**config.mk**
```make
export PLATFORM = sky130hd
export DESIGN_NAME = rv_exec_core
export DESIGN_NICKNAME = d
export VERILOG_FILES = /design/src/rtl/rv_pkg.sv /design/src/rtl/rv_exec_core.sv /design/src/rtl/rv_writeback_stage.sv /design/src/rtl/rv_execute_stage.sv /design/src/rtl/rv_decode_stage.sv /design/src/rtl/rv_reg_file.sv /design/src/rtl/rv_alu.sv
export SDC_FILE = /design/constraint.sdc
export NUM_CORES = 2
export LEC_CHECK = 0
export ABC_AREA = 1
export ABC_CLOCK_PERIOD_IN_PS = 10700
export CAP_MARGIN = 20
export CORE_MARGIN = 2
export CORE_UTILIZATION = 35
export DETAILED_ROUTE_END_ITERATION = 10
export DONT_BUFFER_PORTS = 1
export PLACE_DENSITY = 0.57
export SKIP_LAST_GASP = 1
export SLEW_MARGIN = 20
export SYNTH_ARGS = -nofsm -noshare
export SYNTH_HDL_FRONTEND = slang
export SYNTH_SLANG_ARGS = --single-unit
export TNS_END_PERCENT = 5
```
**constraint.sdc**
```tcl
create_clock -name clk -period 10.7 [get_ports clk]
set_input_delay 0.535 -clock clk [delete_from_list [all_inputs] [get_ports clk]]
set_output_delay 0.535 -clock clk [all_outputs]
set_load 0.01 [all_outputs]
```
**src/rtl/rv_pkg.sv**
```systemverilog
// shared types and encodings for the RV32I integer execution pipeline
// all modules refer to these by scoped name

package rv_pkg;

  typedef logic [31:0] word_t;
  typedef logic [4:0]  reg_addr_t;

  // major opcodes that survive decode
  localparam logic [6:0] OP_REG = 7'b0110011;
  localparam logic [6:0] OP_IMM = 7'b0010011;

  localparam logic [2:0] F3_ADD_SUB = 3'b000;
  localparam logic [2:0] F3_SLL     = 3'b001;
  localparam logic [2:0] F3_XOR     = 3'b100;
  localparam logic [2:0] F3_SRL     = 3'b101;
  localparam logic [2:0] F3_OR      = 3'b110;
  localparam logic [2:0] F3_AND     = 3'b111;

  localparam logic [6:0] F7_BASE = 7'b0000000;
  localparam logic [6:0] F7_ALT  = 7'b0100000; // sub

  typedef enum logic [2:0] {
    ALU_ADD,
    ALU_SUB,
    ALU_SLL,
    ALU_XOR,
    ALU_SRL,
    ALU_OR,
    ALU_AND
  } alu_op_e;

  typedef struct packed {
    logic [6:0] funct7;
    reg_addr_t  rs2;
    reg_addr_t  rs1;
    logic [2:0] funct3;
    reg_addr_t  rd;
    logic [6:0] opcode;
  } r_type_t;

  typedef struct packed {
    logic [11:0] imm;
    reg_addr_t   rs1;
    logic [2:0]  funct3;
    reg_addr_t   rd;
    logic [6:0]  opcode;
  } i_type_t;

  // one instruction word, viewed as either format
  typedef union packed {
    r_type_t r;
    i_type_t i;
  } inst_u;

  typedef struct packed {
    reg_addr_t rd;
    reg_addr_t rs1;
    reg_addr_t rs2;
    alu_op_e   alu_op;
    logic      use_imm;
    word_t     imm;     // already sign-extended
  } decoded_t;

  typedef struct packed {
    reg_addr_t rd;
    word_t     value;
  } result_t;

endpackage
```
**src/rtl/rv_exec_core.sv**
```systemverilog
// top of the three-step RV32I integer execution unit
// instruction words in on valid/ready, rd/value results out on valid/ready

`timescale 1ns/100ps

module rv_exec_core (
  input  logic             clk,
  input  logic             reset,
  input  logic             in_valid,
  output logic             in_ready,
  input  rv_pkg::word_t    in_inst,
  output logic             out_valid,
  input  logic             out_ready,
  output rv_pkg::result_t  out_result
);

  logic              advance;
  logic              dec_valid;
  rv_pkg::decoded_t  dec;
  rv_pkg::reg_addr_t rs1_addr;
  rv_pkg::reg_addr_t rs2_addr;
  rv_pkg::word_t     rs1_data;
  rv_pkg::word_t     rs2_data;
  logic              ex_valid;
  rv_pkg::result_t   ex_result;
  logic              wr_en;
  rv_pkg::reg_addr_t wr_addr;
  rv_pkg::word_t     wr_data;

  rv_decode_stage decode0 (
    .clk       (clk),
    .reset     (reset),
    .in_valid  (in_valid),
    .in_inst   (in_inst),
    .advance   (advance),
    .in_ready  (in_ready),
    .dec_valid (dec_valid),
    .dec       (dec)
  );

  rv_reg_file rf0 (
    .clk      (clk),
    .reset    (reset),
    .rs1_addr (rs1_addr),
    .rs2_addr (rs2_addr),
    .wr_en    (wr_en),
    .wr_addr  (wr_addr),
    .wr_data  (wr_data),
    .rs1_data (rs1_data),
    .rs2_data (rs2_data)
  );

  rv_execute_stage execute0 (
    .clk       (clk),
    .reset     (reset),
    .advance   (advance),
    .dec_valid (dec_valid),
    .dec       (dec),
    .rs1_data  (rs1_data),
    .rs2_data  (rs2_data),
    .wb_valid  (out_valid),   // held output item doubles as the far forward source
    .wb_result (out_result),
    .rs1_addr  (rs1_addr),
    .rs2_addr  (rs2_addr),
    .ex_valid  (ex_valid),
    .ex_result (ex_result)
  );

  rv_writeback_stage writeback0 (
    .clk        (clk),
    .reset      (reset),
    .ex_valid   (ex_valid),
    .ex_result  (ex_result),
    .out_ready  (out_ready),
    .advance    (advance),
    .out_valid  (out_valid),
    .out_result (out_result),
    .wr_en      (wr_en),
    .wr_addr    (wr_addr),
    .wr_data    (wr_data)
  );

endmodule

```
**src/rtl/rv_writeback_stage.sv**
```systemverilog
// output side: holds the result item for the valid/ready handshake
// drives the pipeline advance and writes the regfile on hand-off

`timescale 1ns/100ps

module rv_writeback_stage (
  input  logic               clk,
  input  logic               reset,
  input  logic               ex_valid,
  input  rv_pkg::result_t    ex_result,
  input  logic               out_ready,
  output logic               advance,
  output logic               out_valid,
  output rv_pkg::result_t    out_result,
  output logic               wr_en,
  output rv_pkg::reg_addr_t  wr_addr,
  output rv_pkg::word_t      wr_data
);

  // empty or draining this cycle
  assign advance = !out_valid || out_ready;

  always_ff @(posedge clk) begin
    if (reset) begin
      out_valid <= 1'b0;
    end else if (advance) begin
      out_valid <= ex_valid;
    end
  end

  always_ff @(posedge clk) begin
    if (advance) begin
      out_result <= ex_result;
    end
  end

  // commit to the regfile on the same edge as the output transfer
  assign wr_en   = out_valid && out_ready;
  assign wr_addr = out_result.rd;
  assign wr_data = out_result.value;

  a_hold_stalled: assert property (
    @(posedge clk) disable iff (reset)
    (out_valid && !out_ready) |=> (out_valid && $stable(out_result))
  ) else $error("out_result changed while stalled");

endmodule

```
**src/rtl/rv_execute_stage.sv**
```systemverilog
// execute step: operand forwarding, immediate select and ALU
// result is registered with its rd on advance

`timescale 1ns/100ps

module rv_execute_stage (
  input  logic               clk,
  input  logic               reset,
  input  logic               advance,
  input  logic               dec_valid,
  input  rv_pkg::decoded_t   dec,
  input  rv_pkg::word_t      rs1_data,
  input  rv_pkg::word_t      rs2_data,
  input  logic               wb_valid,
  input  rv_pkg::result_t    wb_result,
  output rv_pkg::reg_addr_t  rs1_addr,
  output rv_pkg::reg_addr_t  rs2_addr,
  output logic               ex_valid,
  output rv_pkg::result_t    ex_result
);

  rv_pkg::word_t op_a;
  rv_pkg::word_t op_b;
  rv_pkg::word_t alu_b;
  rv_pkg::word_t alu_y;

  // newest producer first: own result reg, then writeback, then regfile
  function automatic rv_pkg::word_t fwd_operand(
    input rv_pkg::reg_addr_t src,
    input rv_pkg::word_t     rf_data,
    input logic              near_valid,
    input rv_pkg::result_t   near,
    input logic              far_valid,
    input rv_pkg::result_t   far
  );
    if (src == '0) return '0;
    if (near_valid && near.rd == src) return near.value;
    if (far_valid && far.rd == src) return far.value;
    return rf_data;
  endfunction

  assign rs1_addr = dec.rs1;
  assign rs2_addr = dec.rs2;

  assign op_a  = fwd_operand(dec.rs1, rs1_data, ex_valid, ex_result, wb_valid, wb_result);
  assign op_b  = fwd_operand(dec.rs2, rs2_data, ex_valid, ex_result, wb_valid, wb_result);
  assign alu_b = dec.use_imm ? dec.imm : op_b;

  rv_alu alu0 (
    .op (dec.alu_op),
    .a  (op_a),
    .b  (alu_b),
    .y  (alu_y)
  );

  always_ff @(posedge clk) begin
    if (reset) begin
      ex_valid <= 1'b0;
    end else if (advance) begin
      ex_valid <= dec_valid; // bubble when decode is empty
    end
  end

  always_ff @(posedge clk) begin
    if (advance) begin
      ex_result.rd    <= dec.rd;
      ex_result.value <= alu_y;
    end
  end

  // decode only lets known ops through, so the op field must be clean
  a_op_known: assert property (
    @(posedge clk) disable iff (reset)
    dec_valid |-> !$isunknown(dec.alu_op)
  ) else $error("unknown alu_op with dec_valid");

endmodule

```
**src/rtl/rv_decode_stage.sv**
```systemverilog
// input side of the execution pipeline
// accepts instruction words, decodes R/I-type ALU ops and registers them

`timescale 1ns/100ps

module rv_decode_stage (
  input  logic              clk,
  input  logic              reset,
  input  logic              in_valid,
  input  rv_pkg::word_t     in_inst,
  input  logic              advance,
  output logic              in_ready,
  output logic              dec_valid,
  output rv_pkg::decoded_t  dec
);

  rv_pkg::inst_u    inst;
  rv_pkg::decoded_t nxt;
  logic             f3_ok;
  logic             supported;

  assign in_ready = advance; // whole pipe moves together
  assign inst     = in_inst;

  always_comb begin
    nxt         = '0;
    nxt.rd      = inst.r.rd;
    nxt.rs1     = inst.r.rs1;
    nxt.rs2     = inst.r.rs2;
    nxt.imm     = {{20{inst.i.imm[11]}}, inst.i.imm};
    nxt.alu_op  = rv_pkg::ALU_ADD;
    nxt.use_imm = 1'b0;
    supported   = 1'b0;
    f3_ok       = 1'b1;

    // funct3 picks the op for both formats
    case (inst.r.funct3)
      rv_pkg::F3_ADD_SUB: nxt.alu_op = rv_pkg::ALU_ADD;
      rv_pkg::F3_SLL:     nxt.alu_op = rv_pkg::ALU_SLL;
      rv_pkg::F3_XOR:     nxt.alu_op = rv_pkg::ALU_XOR;
      rv_pkg::F3_SRL:     nxt.alu_op = rv_pkg::ALU_SRL;
      rv_pkg::F3_OR:      nxt.alu_op = rv_pkg::ALU_OR;
      rv_pkg::F3_AND:     nxt.alu_op = rv_pkg::ALU_AND;
      default:            f3_ok = 1'b0; // slt, sltu
    endcase

    case (inst.r.opcode)
      rv_pkg::OP_REG: begin
        if (inst.r.funct7 == rv_pkg::F7_ALT && inst.r.funct3 == rv_pkg::F3_ADD_SUB) begin
          nxt.alu_op = rv_pkg::ALU_SUB;
          supported  = 1'b1;
        end else begin
          supported = f3_ok && (inst.r.funct7 == rv_pkg::F7_BASE);
        end
      end
      rv_pkg::OP_IMM: begin
        nxt.use_imm = 1'b1;
        nxt.rs2     = '0;   // no second register source
        if (inst.i.funct3 == rv_pkg::F3_SLL || inst.i.funct3 == rv_pkg::F3_SRL) begin
          // upper imm bits act as funct7, srai is not kept
          supported = f3_ok && (inst.r.funct7 == rv_pkg::F7_BASE);
          nxt.imm   = {27'b0, inst.i.imm[4:0]};
        end else begin
          supported = f3_ok;
        end
      end
      default: supported = 1'b0; // dropped here without output
    endcase
  end

  always_ff @(posedge clk) begin
    if (reset) begin
      dec_valid <= 1'b0;
    end else if (advance) begin
      dec_valid <= in_valid && supported;
    end
  end

  always_ff @(posedge clk) begin
    if (advance) begin
      dec <= nxt;
    end
  end

endmodule

```
**src/rtl/rv_reg_file.sv**
```systemverilog
// architectural register file, 32 x 32-bit
// two combinational read ports, one write port, x0 never written

`timescale 1ns/100ps

module rv_reg_file (
  input  logic               clk,
  input  logic               reset,
  input  rv_pkg::reg_addr_t  rs1_addr,
  input  rv_pkg::reg_addr_t  rs2_addr,
  input  logic               wr_en,
  input  rv_pkg::reg_addr_t  wr_addr,
  input  rv_pkg::word_t      wr_data,
  output rv_pkg::word_t      rs1_data,
  output rv_pkg::word_t      rs2_data
);

  rv_pkg::word_t regs [32];

  always_ff @(posedge clk) begin
    if (reset) begin
      for (int i = 0; i < 32; i++) begin
        regs[i] <= '0;
      end
    end else if (wr_en && wr_addr != '0) begin
      regs[wr_addr] <= wr_data;
    end
  end

  assign rs1_data = regs[rs1_addr];
  assign rs2_data = regs[rs2_addr];

  // x0 must stay zero no matter what was written to it earlier
  a_x0_zero: assert property (
    @(posedge clk) disable iff (reset)
    ((rs1_addr == '0) |-> (rs1_data == '0)) and ((rs2_addr == '0) |-> (rs2_data == '0))
  ) else $error("x0 read returned nonzero");

endmodule

```
**src/rtl/rv_alu.sv**
```systemverilog
// combinational integer ALU for the kept RV32I operations
// shift amount comes from the low 5 bits of b

`timescale 1ns/100ps

module rv_alu (
  input  rv_pkg::alu_op_e op,
  input  rv_pkg::word_t   a,
  input  rv_pkg::word_t   b,
  output rv_pkg::word_t   y
);

  logic [4:0] shamt;

  assign shamt = b[4:0];

  always_comb begin
    case (op)
      rv_pkg::ALU_ADD: begin
        y = a + b;
      end
      rv_pkg::ALU_SUB: begin
        y = a - b;
      end
      rv_pkg::ALU_SLL: begin
        y = a << shamt;
      end
      rv_pkg::ALU_XOR: begin
        y = a ^ b;
      end
      rv_pkg::ALU_SRL: begin
        y = a >> shamt; // logical, zero fill
      end
      rv_pkg::ALU_OR: begin
        y = a | b;
      end
      rv_pkg::ALU_AND: begin
        y = a & b;
      end
      default: begin
        y = '0;
      end
    endcase
  end

endmodule

```
==> qor.yml <==
status: "complete, no violations"
clockBufferDepth: 3
crit_top_cell: "nand2_1"
postRouteAntennaNets: 0
hold_depth: 2
grt_max_degree: 191
hold_start: "out_ready"
r2r_end: "execute0.ex_result[27]"
setup_ws_ns: 2.72
nNetsFinal: 8748
yosys_warnings: 0
critPathSlowestCell: "dfxtp_4"
io_buffers: 0
wirelength_mm: 307
drc_errors: 0
cts_hold_buf: 27
pwr-share-seq_pct: 42.3
rsz0062_at_grt: "false"
initial_core_util_pct: 35.2
p_sw_share_pct: 35.5
cts_resized: 0
fin_skew_ns: 0.0313
critPathMaxFanout: 126
power_density_nw_per_um2: 174
critPathLaunchType: "flip-flop"
ys_types: 50
hold_path_class: "in -> reg"
cts.clk_slew.worst_paths_ns: 0.07
post-dp-hpwl_mm: 180
drtIter0Drc: 10700
cap_violations: 0
synthesis.area_um2: 68700
num_vias: 66900
synth.avg_cell_area_um2: 7.66
synth-seq-area-share_pct: 49.7
post-route-period-util_pct: 74.6
crit_path_end_kind: "flip-flop"
regArea_um2: 34200
p_int_mw: 8.42
ys.flop_type: "edfxtp_1"
drtPass1Iterations: 7
clk_latency_ns: 0.81
max_clock_freq_mhz: 125
grt_use_total_pct: 29.9
use_met1_pct: 38.6
power.share.clock_pct: 34.7
fillers: 20000
timing.hold.ws_ns: 0.0805
die_h_um: 447
fp.dieW_um: 447
p_comb_share_pct: 23.0
async_flop_share_pct: 0
routabilityCongestion: 0.955
clock_sinks: 1142
syn_inst: 8962
top_level_ports: 75
cp.required_ns: 11.25
slew_headroom_pct: 23.1
grt_remaining_overflow: 0
vias_per_cell: 5.89
layout_min_cycle_time_ns: 7.98
timing.reg2reg.setup_slack_ns: 2.72
layout.cells.most_common: "nand2_1"
final_cell_mix: "nand2_1, nand3_1, nor2_1"
drive_above_1_share_pct: 5.53
slew_violations: 0
path_class: "reg -> reg"
numCtsBuffers: 136
synth-edff-count: 1129
fin_setup_tns_ns: 0
netSwitchingPower_mw: 4.64
grt_pass1_vias: 62900
cts_tree: "built"
core_area_um2: 195000
worst_pin_slew_ns: 1.15
fp.dieArea_um2: 200000
cts_setup_buffers: 0
setup-violations-final: 0
leakage_nw: 30.3
multi_input_area_um2: 30600
critPathMaxStageDelay_ns: 0.94
post-place-ws_ns: 2.90
area_growth_pct: 9.30
met3_usage_pct: 6.92
antenna_found_initial: 6
r2r_cells: 28
synth-seq-cells: 1142
routedWlPerCell_um: 27.1
arrival_ns: 8.53
grt_pass1_wl_mm: 438
top_usage_layer: "met2"
rows: 162
cts_root_buffer: "clkbuf_16"
htree_levels: 4
whs_endpoint: "execute0.ex_valid"
met2_usage_pct: 46.5
peakVddDrop_uv: 184
hold_violations: 0
==> power by group through the flow <==
stage / sequential [mW] / combinational [mW] / clock [mW]
3_3_place_gp: 5.60 / 2.86 / 0
2_1_floorplan: 5.41 / 1.81 / 0
5_1_grt: 5.54 / 3.18 / 4.71
6_report: 5.52 / 3.00 / 4.53
3_5_place_dp: 5.61 / 2.87 / 0
4_1_cts: 5.51 / 2.89 / 4.55
==> worst max path at each step <==
| stage | from | endpoint | slack (ns) | cells past startpoint |
|---|---|---|---|---|
| after floorplan | writeback0.wr_addr[3] | execute0.ex_result[27] | 5.99 | 31 |
| after global placement | flip-flop | execute0.ex_result[27] | 2.87 | 28 |
| after detailed placement | flip-flop | execute0.ex_result[27] | 2.90 | 28 |
| after CTS | flip-flop | execute0.ex_result[27] | 2.88 | 28 |
| after global routing | flip-flop | execute0.ex_result[27] | 2.34 | 28 |
| final | flip-flop | execute0.ex_result[27] | 2.72 | 28 |
==> critical path, delay by kind of cell (launching register included) <==
family | cells | cell delay (ns)
compound gates | 4 | 1.64
buf+inv | 2 | 1.07
simple gates | 19 | 3.00
xor+xnor | 1 | 0.16
flops | 1 | 0.94
fa+ha+maj | 2 | 0.70
==> registers in the layout (all words and copies together) (netlist names), named ones only <==
name and count:
writeback0.wr_addr 5, execute0.ex_result 37, decode0.dec_valid 1, rf0.regs 1024, writeback0.out_valid 1, decode0.dec 31
writeback0.wr_data 32, execute0.ex_valid 1
==> layout make-up <==
class | count | share of cell area (%)
clock buffer | 190 | 5.03
timing repair buffer | 202 | 2.35
multi-input combinational | 6864 | 40.7
antenna | 3 | 0.0100
sequential | 1142 | 45.6
inverter | 268 | 1.40
clock inverter | 55 | 0.553
tap | 2624 | 4.37
==> synth_stat cells (all sizes together), types with 2 or more instances <==
library cell,count,area (µm²)
nand2,2942,11100
nand3,1886,9450
nor2,1249,4710
edfxtp,1129,33900
buf,370,1920
clkbuf,349,1310
inv,263,987
a21oi,228,1140
o21ai,195,987
ha,97,1210
o22ai,38,238
o211ai,31,233
xor2,31,272
nor3,28,145
a221oi,23,201
or2,16,100
dfxtp,13,260
nand4,13,81.3
a31oi,8,56.3
nor4,8,50.1
o221ai,8,70.1
clkinv,5,18.8
o2111ai,5,43.8
xnor2,5,43.8
nand3b,4,30.0
a21o,3,22.5
o31ai,3,27.5
a211oi,2,15.0
a22oi,2,15.0
o21bai,2,15.0
==> through the flow <==
| step | power, mW | instances | instance area [µm²] | util (%) |
|---|---|---|---|---|
| 4_1_cts | 13.0 | 11300 | 75000 | 38.5 |
| 6_report | 13.1 | 11300 | 75100 | 38.5 |
| 3_5_place_dp | 8.48 | 11100 | 70500 | 36.2 |
| 5_1_grt | 13.4 | 11300 | 75100 | 38.5 |
| 3_3_place_gp | 8.46 | 11100 | 70500 | 36.2 |
| 2_1_floorplan | 7.22 | 8993 | 68800 | - |
==> cell families after synthesis <==
| family | Yosys count | share of synthesized area [%] |
|---|---|---|
| other | 1 | 0.00546 |
| DFF | 1142 | 49.7 |
| buffers and inverters | 987 | 6.17 |
| and+or+nand+nor | 6148 | 37.3 |
| adders and majority gates | 98 | 1.80 |
| AOI/OAI and AO/OA | 550 | 4.49 |
| xor gates and xnor gates | 36 | 0.459 |
==> routing by layer <==
layer  part of all wire (%)  wire length, µm
met5                  0.018               55
met4                    5.8            17800
met2                     45           137000
met3                     12            36900
met1                     38           115000
No activity file was read; power rests on OpenSTA's default activity.
